$ cat config.mk
export PLATFORM = sky130hd
export DESIGN_NAME = mmioSubsystem
export DESIGN_NICKNAME = d
export VERILOG_FILES = /design/src/source/mmioPkg.sv /design/src/source/tickPrescaler.sv /design/src/source/gpioRegs.sv /design/src/source/timerRegs.sv /design/src/source/mmioRespMux.sv /design/src/source/mmioSubsystem.sv
export SDC_FILE = /design/constraint.sdc
export NUM_CORES = 1
export LEC_CHECK = 0
export ABC_AREA = 1
export BUFFER_PORTS_ARGS = -buffer_cell sky130_fd_sc_hd__buf_2
export CORE_UTILIZATION = 60
export CTS_BUF_LIST = sky130_fd_sc_hd__clkbuf_8
export CTS_CLUSTER_SIZE = 12
export DETAILED_ROUTE_END_ITERATION = 7
export GPL_TIMING_DRIVEN = 0
export PLACE_DENSITY = 0.88
export SYNTH_ARGS = -nofsm -noshare
export SYNTH_HDL_FRONTEND = slang
export SYNTH_SLANG_ARGS = --single-unit
$ cat constraint.sdc
create_clock -name clock -period 10.1 [get_ports clock]
set_clock_uncertainty 0.05 [all_clocks]
set_input_delay 0.505 -clock clock [delete_from_list [all_inputs] [get_ports clock]]
set_output_delay 0.505 -clock clock [all_outputs]
set_load 0.1 [all_outputs]
$ cat src/source/mmioPkg.sv
package mmioPkg;

	// response code as seen by the requester
	typedef enum logic [1:0] {
		OkReady = 2'd0,
		OkOk    = 2'd1,
		OkHold  = 2'd2,
		OkFault = 2'd3
	} okCode_t;

	// other nonzero codes are operations no block serves
	typedef enum logic [4:0] {
		OpmNone  = 5'h00,
		OpmRead  = 5'h01,
		OpmWrite = 5'h02
	} opm_t;

	typedef struct packed {
		logic [31:0] addr;
		opm_t        opm;
		logic [63:0] wdata;
	} mmioReq_t;

	typedef struct packed {
		logic [63:0] data;
		okCode_t     ok;
	} mmioResp_t;

	// bus exception word, info is left at zero here
	typedef struct packed {
		logic [15:0] code;
		logic [47:0] info;
	} busExc_t;

	localparam logic [15:0] ExcTimer = 16'hC001;

	// default register windows, 16 bytes each
	localparam logic [31:0] DefaultGpioBase  = 32'hF000_E000;
	localparam logic [31:0] DefaultTimerBase = 32'hF000_E100;

	// cycles before an unclaimed request is answered
	localparam logic [5:0] DefaultMissLimit = 6'd15;

endpackage

$ cat src/source/tickPrescaler.sv
`timescale 1ns/1ps

module tickPrescaler #(
	parameter int UsDivide = 100,
	parameter int MsDivide = 1000
) (
	input  logic clock,
	input  logic reset_i,
	output logic usTick_o,
	output logic msTick_o
);

	localparam int UsWidth = $clog2(UsDivide + 1);
	localparam int MsWidth = $clog2(MsDivide + 1);

	logic [UsWidth-1:0] usCount;
	logic [MsWidth-1:0] msCount;

	// microsecond divider, msTick rides on the usTick that closes a period
	always_ff @(posedge clock)
	begin
		if (reset_i)
		begin
			usCount  <= '0;
			msCount  <= '0;
			usTick_o <= 1'b0;
			msTick_o <= 1'b0;
		end
		else if (usCount == UsWidth'(UsDivide - 1))
		begin
			usCount  <= '0;
			usTick_o <= 1'b1;
			if (msCount == MsWidth'(MsDivide - 1))
			begin
				msCount  <= '0;
				msTick_o <= 1'b1;
			end
			else
			begin
				msCount  <= msCount + 1'b1;
				msTick_o <= 1'b0;
			end
		end
		else
		begin
			usCount  <= usCount + 1'b1;
			usTick_o <= 1'b0;
			msTick_o <= 1'b0;
		end
	end

endmodule

$ cat src/source/gpioRegs.sv
`timescale 1ns/1ps

module gpioRegs import mmioPkg::*; #(
	parameter logic [31:0] BaseAddr = DefaultGpioBase
) (
	input  logic        clock,
	input  logic        reset_i,
	input  mmioReq_t    req_i,
	input  logic [31:0] pins_i,
	output mmioResp_t   resp_o,
	output logic [31:0] pins_o
);

	localparam logic [3:0] OffOut = 4'h0;
	localparam logic [3:0] OffIn  = 4'h4;

	logic [31:0] pinsMeta;
	logic [31:0] pinsSync;
	logic [31:0] outReg;
	logic        inWindow;
	logic        validOp;
	logic        isWrite;
	logic        hit;
	logic        accept;
	logic [31:0] readData;
	okCode_t     okQ;
	logic [63:0] dataQ;

	// only the two registers are claimed, the rest of the window misses
	assign inWindow = req_i.addr[31:4] == BaseAddr[31:4];
	assign validOp  = (req_i.opm == OpmRead) || (req_i.opm == OpmWrite);
	assign isWrite  = req_i.opm == OpmWrite;
	assign hit      = inWindow && validOp
		&& ((req_i.addr[3:0] == OffOut) || (req_i.addr[3:0] == OffIn));

	// first cycle of a request, later cycles only hold the answer
	assign accept = hit && (okQ == OkReady);

	always_comb
	begin
		if (req_i.addr[3:0] == OffIn)
			readData = pinsSync;
		else
			readData = outReg;
	end

	// two-stage resample of the pin inputs
	always_ff @(posedge clock)
	begin
		pinsMeta <= pins_i;
		pinsSync <= pinsMeta;
	end

	always_ff @(posedge clock)
	begin
		if (reset_i)
		begin
			okQ    <= OkReady;
			outReg <= '0;
		end
		else if (accept)
		begin
			okQ <= OkOk;
			// input register ignores writes
			if (isWrite && (req_i.addr[3:0] == OffOut))
				outReg <= req_i.wdata[31:0];
		end
		else if (!hit)
			okQ <= OkReady;
	end

	always_ff @(posedge clock)
	begin
		if (accept)
			dataQ <= {32'h0, readData};
	end

	assign resp_o = '{data: dataQ, ok: okQ};
	assign pins_o = outReg;

endmodule

$ cat src/source/timerRegs.sv
`timescale 1ns/1ps

module timerRegs import mmioPkg::*; #(
	parameter logic [31:0] BaseAddr = DefaultTimerBase
) (
	input  logic      clock,
	input  logic      reset_i,
	input  mmioReq_t  req_i,
	input  logic      usTick_i,
	input  logic      msTick_i,
	output mmioResp_t resp_o,
	output busExc_t   busExc_o
);

	localparam logic [3:0] OffCount = 4'h0;
	localparam logic [3:0] OffCtrl  = 4'h8;

	logic [63:0] usCount;
	logic        irqEnable;
	logic        inWindow;
	logic        validOp;
	logic        isWrite;
	logic        hit;
	logic        accept;
	logic [63:0] readData;
	okCode_t     okQ;
	logic [63:0] dataQ;
	busExc_t     busExcQ;

	assign inWindow = req_i.addr[31:4] == BaseAddr[31:4];
	assign validOp  = (req_i.opm == OpmRead) || (req_i.opm == OpmWrite);
	assign isWrite  = req_i.opm == OpmWrite;
	assign hit      = inWindow && validOp
		&& ((req_i.addr[3:0] == OffCount) || (req_i.addr[3:0] == OffCtrl));
	assign accept   = hit && (okQ == OkReady);

	always_comb
	begin
		if (req_i.addr[3:0] == OffCtrl)
			readData = {63'h0, irqEnable};
		else
			readData = usCount;
	end

	// free-running microsecond count
	always_ff @(posedge clock)
	begin
		if (reset_i)
			usCount <= '0;
		else if (usTick_i)
			usCount <= usCount + 64'd1;
	end

	// bus handshake and control register, counter is read only
	always_ff @(posedge clock)
	begin
		if (reset_i)
		begin
			okQ       <= OkReady;
			irqEnable <= 1'b0;
		end
		else if (accept)
		begin
			okQ <= OkOk;
			if (isWrite && (req_i.addr[3:0] == OffCtrl))
				irqEnable <= req_i.wdata[0];
		end
		else if (!hit)
			okQ <= OkReady;
	end

	always_ff @(posedge clock)
	begin
		if (accept)
			dataQ <= readData;
	end

	// one-cycle exception after each millisecond tick
	always_ff @(posedge clock)
	begin
		if (reset_i)
			busExcQ <= '0;
		else if (msTick_i && irqEnable)
			busExcQ <= '{code: ExcTimer, info: 48'h0};
		else
			busExcQ <= '0;
	end

	assign resp_o   = '{data: dataQ, ok: okQ};
	assign busExc_o = busExcQ;

endmodule

$ cat src/source/mmioRespMux.sv
`timescale 1ns/1ps

module mmioRespMux import mmioPkg::*; #(
	parameter logic [5:0] MissLimit = DefaultMissLimit
) (
	input  logic      clock,
	input  logic      reset_i,
	input  opm_t      reqOpm_i,
	input  mmioResp_t gpioResp_i,
	input  mmioResp_t timerResp_i,
	output mmioResp_t resp_o,
	output logic      missSeen_o
);

	logic [5:0] missCnt;
	logic [5:0] missCntNext;
	logic       missHit;
	logic       missSeen;

	// gpio has priority over the timer
	always_comb
	begin
		resp_o      = '{data: 64'h0, ok: OkReady};
		missCntNext = '0;
		missHit     = 1'b0;

		if (gpioResp_i.ok != OkReady)
			resp_o = gpioResp_i;
		else if (timerResp_i.ok != OkReady)
			resp_o = timerResp_i;
		else if (reqOpm_i != OpmNone)
		begin
			// unclaimed request answered with zero data at the limit
			if (missCnt == MissLimit)
			begin
				missCntNext = missCnt;
				resp_o.data = 64'h0;
				resp_o.ok   = OkOk;
			end
			else
				missCntNext = missCnt + 6'd1;
			// flag rises together with the answer
			missHit = missCntNext == MissLimit;
		end
	end

	always_ff @(posedge clock)
	begin
		if (reset_i)
		begin
			missCnt  <= '0;
			missSeen <= 1'b0;
		end
		else
		begin
			missCnt <= missCntNext;
			// sticky until the next reset
			if (missHit)
				missSeen <= 1'b1;
		end
	end

	assign missSeen_o = missSeen;

endmodule

$ cat src/source/mmioSubsystem.sv
`timescale 1ns/1ps

module mmioSubsystem import mmioPkg::*; #(
	parameter int          UsDivide  = 100,
	parameter int          MsDivide  = 1000,
	parameter logic [31:0] GpioBase  = DefaultGpioBase,
	parameter logic [31:0] TimerBase = DefaultTimerBase,
	parameter logic [5:0]  MissLimit = DefaultMissLimit
) (
	input  logic        clock,
	input  logic        reset_i,
	input  mmioReq_t    req_i,
	output mmioResp_t   resp_o,
	input  logic [31:0] gpioPins_i,
	output logic [31:0] gpioPins_o,
	output busExc_t     busExc_o,
	output logic        missSeen_o
);

	logic      usTick;
	logic      msTick;
	mmioResp_t gpioResp;
	mmioResp_t timerResp;

	tickPrescaler #(
		.UsDivide(UsDivide),
		.MsDivide(MsDivide)
	) u_prescaler (
		.clock   (clock),
		.reset_i (reset_i),
		.usTick_o(usTick),
		.msTick_o(msTick)
	);

	gpioRegs #(
		.BaseAddr(GpioBase)
	) u_gpio (
		.clock  (clock),
		.reset_i(reset_i),
		.req_i  (req_i),
		.pins_i (gpioPins_i),
		.resp_o (gpioResp),
		.pins_o (gpioPins_o)
	);

	timerRegs #(
		.BaseAddr(TimerBase)
	) u_timer (
		.clock   (clock),
		.reset_i (reset_i),
		.req_i   (req_i),
		.usTick_i(usTick),
		.msTick_i(msTick),
		.resp_o  (timerResp),
		.busExc_o(busExc_o)
	);

	// the miss timeout only needs the operation code
	mmioRespMux #(
		.MissLimit(MissLimit)
	) u_respMux (
		.clock      (clock),
		.reset_i    (reset_i),
		.reqOpm_i   (req_i.opm),
		.gpioResp_i (gpioResp),
		.timerResp_i(timerResp),
		.resp_o     (resp_o),
		.missSeen_o (missSeen_o)
	);

endmodule

==> impl_metrics.tcl, run 1 <==
set metrics [dict create \
    status "completed" \
    wirelength_mm 36.5 \
    clk_latency_ns 0.56 \
    cts_setup_buffers 0 \
    wl_per_cell_um 15.7 \
    postRouteAntennaNets 0 \
    syn_area_um2 12900 \
    syn2layout_area_growth_pct 22.3 \
    dpl.hpwl_mm 25.4 \
    nFillCells 1529 \
    max_freq_mhz 288 \
    relSlewSlack_pct 32.0 \
    p_leak_nw 7.03 \
    post_drt_via_cell_ratio 5.14 \
    hp-class "in2reg" \
    yosys-top-cells-area "dfxtp_1 29%, edfxtp_1 22%, nand2_1 11%, nor2_1 11%, inv_1 5.1%" \
    cts_root_buf "clkbuf_8" \
    ctsResizeCount 0 \
    yosysUniqueCellTypes 37 \
    std_cell_rows 53 \
    drive_gt1_share_pct 19.5 \
    regToRegStartpoint "u_timer.okQ[0]" \
    cp.arrival_ns 2.92 \
    grt_pass1_wl_mm 56.5 \
    numCtsBuffers 44 \
    place_area_um2 14500 \
    worst_hold_slack_ns 0.110 \
    dr.pass1.iters 5 \
    r2r_end "u_timer.dataQ[52]" \
    coreArea_um2 21000 \
    fp.dieW_um 149 \
    synth_top_area_share_pct 29.5 \
    syn_avg_cell_area_um2 7.68 \
    fin_crit_sh_pct 34.4 \
    maxCapViolCount 0 \
    min_path_cells 3 \
    route.detailed.drc 0 \
    grt_start_max_net_pins 37 \
    initialDrtViolationCount 878 \
    min_to "u_gpio.pins_o[3]" \
    drv_slew 0 \
    rsz0062_at_grt "no" \
    cts_tree "yes" \
    worstMarginPinSlew_ns 1.02 \
    worst_setup_path_start_kind "register" \
    rr_worst_depth 4 \
    crit_chain "clkbuf_1 -> clkbuf_1 -> nand2_1 -> nand2_1 -> buf_2" \
    grt_usage_pct 33.0 \
    antenna_found_initial 0 \
    io_buffers 203 \
    io_pins 298 \
    peakVddDrop_mv 0.176 \
    cp-end-kind "output pin" \
    cp.required_ns 9.55 \
    yosys.area.top_type "dfxtp_1" \
    grt-ovfl-total 0 \
    clk_pin_slew_worst_paths_ns 0.07 \
    slowest_stage "clkbuf_1" \
    fin_crit_ns 3.47 \
    antenna_cells 0 \
    clock-sinks 286 \
    gp_congestion 0.960 \
    worstHoldStart "req_i[3]" \
    hold_viol 0 \
    setup_violations 0 \
    setup_tns_ns 0 \
    yosysWarnings 0 \
    crit_fanout 10 \
    synth_seq_cells 286 \
    ys_seq_area_share_pct 51.8 \
    crit_path_max_incr_delay_ns 0.79 \
    fin_nets 2162 \
    grt_pass1_vias 11500 \
    clock_path_buffers 3 \
    die_h_um 149 \
    rrSetupSlack_ns 7.50 \
    cellPowerDensity_nw_per_um2 153 \
    vias 12000 \
    critical_path_class "reg2out" \
    cts.htree.levels 2 \
    syn_inst 1680 \
    cts_hold_buf 32 \
    fin_area_um2 15800 \
    initial_utilization_pct 61.4 \
    die-area_um2 22100 \
    fin_total_pwr_mw 2.42 \
]
[cell families after synthesis]
family	synth area share [%]
fa+ha+maj	0.388
compound gates	4.72
other cells	0.0291
simple gates	31.7
xor+xnor	0.543
flops	51.8
buf+inv	10.8
[worst max path at each step]
stage,endpoint,cells past startpoint,start
floorplan,u_timer.dataQ[0],7,req_i[70]
global placement,u_timer.dataQ[24],8,req_i[76]
detailed placement,resp_o[64],5,u_timer.okQ[0]
CTS,resp_o[64],5,u_timer.okQ[0]
global route,resp_o[11],5,u_gpio.okQ[0]
finish,resp_o[11],5,u_gpio.okQ[0]
[worst max-delay path, delay by kind of cell, from the launching register on]
kind	cells	cell delay (ns)
buffers and inverters	3	1.66
DFF	1	0.48
and+or+nand+nor	2	0.22
[power by group]
part	internal (mW)	leakage, nW	switching [mW]
combinational	0.0481	4.13	0.141
sequential	1.20	2.35	0.00566
clock	0.561	0.542	0.465
total	1.81	7.03	0.611
[cell usage after synthesis]
cell type / count
nand2_1: 378
and2b_1: 1
clkinv_1: 3
nor2_2: 25
xor2_1: 8
buf_2: 3
nor3b_1: 3
buf_4: 65
nand3_2: 2
or2_2: 1
nor2_8: 1
inv_2: 10
nand4_1: 19
nor2_1: 368
nand4_2: 1
clkbuf_1: 36
nand2_4: 1
dfxtp_1: 190
nor4_1: 5
inv_1: 175
buf_6: 3
nand3b_1: 4
buf_1: 4
nand4_4: 1
conb_1: 1
o21ai_0: 27
nor3_2: 2
ha_1: 4
o21a_1: 1
nand2_2: 10
a31oi_1: 5
edfxtp_1: 96
nand3_1: 93
o21ai_1: 11
nor2_4: 8
a21oi_1: 76
nor3_1: 39
[registers in the layout (all words and copies together) (netlist names)]
| name | count |
|---|---|
| u_timer.okQ | 1 |
| u_respMux.missSeen_o | 1 |
| u_timer.usCount | 64 |
| u_prescaler.usCount | 7 |
| u_gpio.dataQ | 32 |
| u_prescaler.msTick_o | 1 |
| u_prescaler.usTick_o | 1 |
| u_respMux.missCnt | 6 |
| u_prescaler.msCount | 10 |
| u_timer.dataQ | 64 |
| u_timer.busExc_o | 1 |
| u_gpio.pinsSync | 32 |
| u_gpio.pinsMeta | 32 |
| u_gpio.pins_o | 32 |
| u_timer.irqEnable | 1 |
| u_gpio.okQ | 1 |
[cell usage in the layout (no fill, tap or decap), types with 2 or more instances in the layout]
cell type and count:
buf_1 4, dlygate4sd3_1 32, nor2_2 25, clkbuf_1 36, o21ai_1 11, xor2_1 8
buf_6 3, nor2_4 10, nand3b_1 4, inv_8 2, clkbuf_8 50, a31oi_1 5
nand2_2 10, nor2_1 366, nand3_1 93, inv_2 10, dfxtp_1 190, nand4_1 19
nor3b_1 3, inv_1 192, nor4_1 5, buf_4 65, o21ai_0 27, nand3_2 2
bufinv_16 4, clkinv_1 5, nand2_1 378, nor3_1 39, ha_1 4, a21oi_1 76
edfxtp_1 96, buf_2 206, conb_1 62, clkinv_2 5, nor3_2 2
[area by class of cell]
class                   instances  area, µm²  area share (%)
clock inverters                31        246            1.56
flip-flops and latches        286       6690            42.4
multi-input cells            1156       5070            32.1
inverters                     188        706            4.47
plain buffers                 111        687            4.35
repair buffers                236       1360            8.59
well taps                     275        344            2.18
clock buffers                  50        688            4.36
[per-stage QoR]
| step | setup WS (ns) | std cells | utilization, % |
|---|---|---|---|
| floorplan | 5.81 | 1741 | - |
| global placement | 4.41 | 2219 | 68.9 |
| detailed placement | 7.23 | 2220 | 69.1 |
| CTS | 6.65 | 2333 | 75.1 |
| global route | 6.52 | 2333 | 75.1 |
| finish | 6.63 | 2333 | 75.1 |
[per-layer routing]
metal	global-route usage (%)	routed length, µm	share of wire, %
met5	0	0	0
met4	15.4	1400	3.8
met3	6.72	3190	8.7
met2	58.9	17900	49
met1	37.7	14000	38
No activity file was read; power rests on OpenSTA's default activity.
==> run 2: changes to the inputs <==
--- a/config.mk
+++ b/config.mk
@@ -7,12 +7,12 @@
 export LEC_CHECK = 0
 export ABC_AREA = 1
 export BUFFER_PORTS_ARGS = -buffer_cell sky130_fd_sc_hd__buf_2
-export CORE_UTILIZATION = 60
+export CORE_UTILIZATION = 56
 export CTS_BUF_LIST = sky130_fd_sc_hd__clkbuf_8
 export CTS_CLUSTER_SIZE = 12
 export DETAILED_ROUTE_END_ITERATION = 7
 export GPL_TIMING_DRIVEN = 0
-export PLACE_DENSITY = 0.88
+export PLACE_DENSITY = 0.82
 export SYNTH_ARGS = -nofsm -noshare
 export SYNTH_HDL_FRONTEND = slang
 export SYNTH_SLANG_ARGS = --single-unit
==> constraint.sdc (replaced) <==
create_clock -name clock -period 3.5 [get_ports clock]
set_clock_uncertainty 0.05 [all_clocks]
set_input_delay 0.175 -clock clock [delete_from_list [all_inputs] [get_ports clock]]
set_output_delay 0.175 -clock clock [all_outputs]
set_load 0.1 [all_outputs]
==> run 2 against run 1 <==
Effect of this change: combinational power rose to 3.0 times the previous value; non-clock buffer count up 33; register-to-register slack worse by 6.6 ns; critical path type unchanged; critical endpoint is now resp_o[8]; highest routed layer unchanged.
==> impl_metrics.tcl, run 2 (synthesized netlist as in run 1, its figures left out) <==
set metrics [dict create \
    dpl.cell_count 2230 \
    fin_crit_ns 3.14 \
    cts.htree.levels 2 \
    relSlewSlack_pct 35.1 \
    postRouteAntennaNets 0 \
    cp_num_buf_inv 3 \
    stdcell_count 2380 \
    cellPowerDensity_nw_per_um2 434 \
    antenna_cells 0 \
    slowest_stage "clkbuf_1" \
    cpLargestDelayFamily "buffers and inverters" \
    initialDrtViolationCount 878 \
    cts_root_buf "clkbuf_8" \
    mostFrequentLayoutCell "nand2_1" \
    grt_pass1_vias 11500 \
    wirelength_mm 36.1 \
    hp-class "in2reg" \
    crit_fanout 10 \
    setup_tns_ns 0 \
    cp.arrival_ns 2.91 \
    drv_slew 0 \
    grt_start_max_net_pins 38 \
    post_drt_via_cell_ratio 5.03 \
    gp_congestion 0.944 \
    dpl.hpwl_mm 24.5 \
    final_util_pct 71.3 \
    ctsResizeCount 0 \
    cp.required_ns 3.27 \
    grt_usage_pct 30.5 \
    setup_violations 0 \
    wl_per_cell_um 15.2 \
    fin_nets 2197 \
    fp.dieW_um 154 \
    cp-end-kind "output pin" \
    drive_gt1_share_pct 19.4 \
    cts_tree "yes" \
    clk_latency_ns 0.57 \
    rsz0062_at_grt "no" \
    std_cell_rows 55 \
    fin_crit_sh_pct 89.7 \
    crit_chain "clkbuf_1 -> clkbuf_1 -> nand2_1 -> nand2_1 -> buf_2" \
    worst_setup_path_start_kind "register" \
    nFillCells 1765 \
    status "completed" \
    dr.pass1.iters 6 \
    peakVddDrop_mv 0.473 \
    maxCapViolCount 0 \
    grt_pass1_wl_mm 56.8 \
    clk_pin_slew_worst_paths_ns 0.06 \
    antenna_found_initial 0 \
    vias 12000 \
    hold_viol 0 \
    clock-sinks 286 \
    die-area_um2 23700 \
    io_pins 298 \
    route.detailed.drc 0 \
    io_buffers 203 \
    numCtsBuffers 46 \
    die_h_um 154 \
    final_cell_mix "378 x nand2_1, 366 x nor2_1, 206 x buf_2, 190 x inv_1, 190 x dfxtp_1" \
    initial_utilization_pct 57.0 \
    p_leak_nw 7.17 \
    grt-ovfl-total 0 \
    critical_path_class "reg2out" \
    max_freq_mhz 318 \
    coreArea_um2 22600 \
    clock_path_buffers 3 \
    crit_path_max_incr_delay_ns 0.72 \
    reg.largest.list "u_timer.dataQ x64, u_timer.usCount x64" \
    worstMarginPinSlew_ns 0.972 \
    syn2layout_area_growth_pct 25.1 \
]
run 2: changes by cell type in the layout (fill, tap and decap cells not counted), moves of 2 or more:
cell / delta
bufinv_16: -2
clkinv_2: +2
inv_1: -2
dlygate4sd3_1: +33
clkbuf_8: +5
run 2: cell type report:
cell class / count / area, µm² / area share [%]
clock buffer: 55 / 757 / 4.69
timing repair buffer: 269 / 1690 / 10.4
sequential: 286 / 6690 / 41.4
buffer: 111 / 687 / 4.25
inverter: 188 / 706 / 4.37
multi-input combinational: 1156 / 5070 / 31.4
tap: 285 / 357 / 2.21
clock inverter: 30 / 198 / 1.22
run 2: timing repair:
item,in CTS,in global routing
setup endpoints to repair,0,0
endpoints found under the hold margin,74,0
hold buffers,65,0
buffers inserted,0,0
run 2: final timing paths:
check / slack [ns] / end / cells after the start / from
max: 0.36 / resp_o[8] / 5 / u_gpio.okQ[0]
min: 0.06 / u_timer.irqEnable / 8 / req_i[71]
max reg2reg: 0.95 / u_timer.dataQ[52] / 4 / u_timer.okQ[0]
min reg2reg: 0.28 / u_gpio.pinsSync[12] / 0 / u_gpio.pinsMeta[12]
run 2: report_power, final:
group	leakage (nW)	switching [mW]	internal [mW]
sequential	2.35	0.0168	3.46
combinational	4.27	0.411	0.163
clock	0.549	1.37	1.59
run 2: through the flow:
step	area, µm²	total power [mW]	hold slack [ns]	setup slack (ns)
2_1_floorplan	13100	3.95	0.153	0.612
3_3_place_gp	14500	4.04	0.227	-0.382
3_5_place_dp	14500	4.05	0.229	0.954
4_1_cts	16100	7.00	0.0246	0.380
5_1_grt	16100	7.19	0.0920	0.230
6_report	16100	7.00	0.0587	0.360
run 2: worst min-delay path, delay by kind of cell:
| kind | cells | cell delay (ns) |
|---|---|---|
| simple gates | 6 | 0.31 |
| buf+inv | 2 | 0.15 |
run 2: routing by layer:
metal / track usage (%) / part of all wire, % / wire [µm] / vias to the layer above
met1: 36.1 / 41 / 14800 / 5497
met3: 5.92 / 7.1 / 2580 / 77
met2: 55.2 / 49 / 17800 / 469
met5: 0 / 0 / 0 / -
met4: 10.1 / 2.7 / 969 / 0
li1: - / - / - / 5939
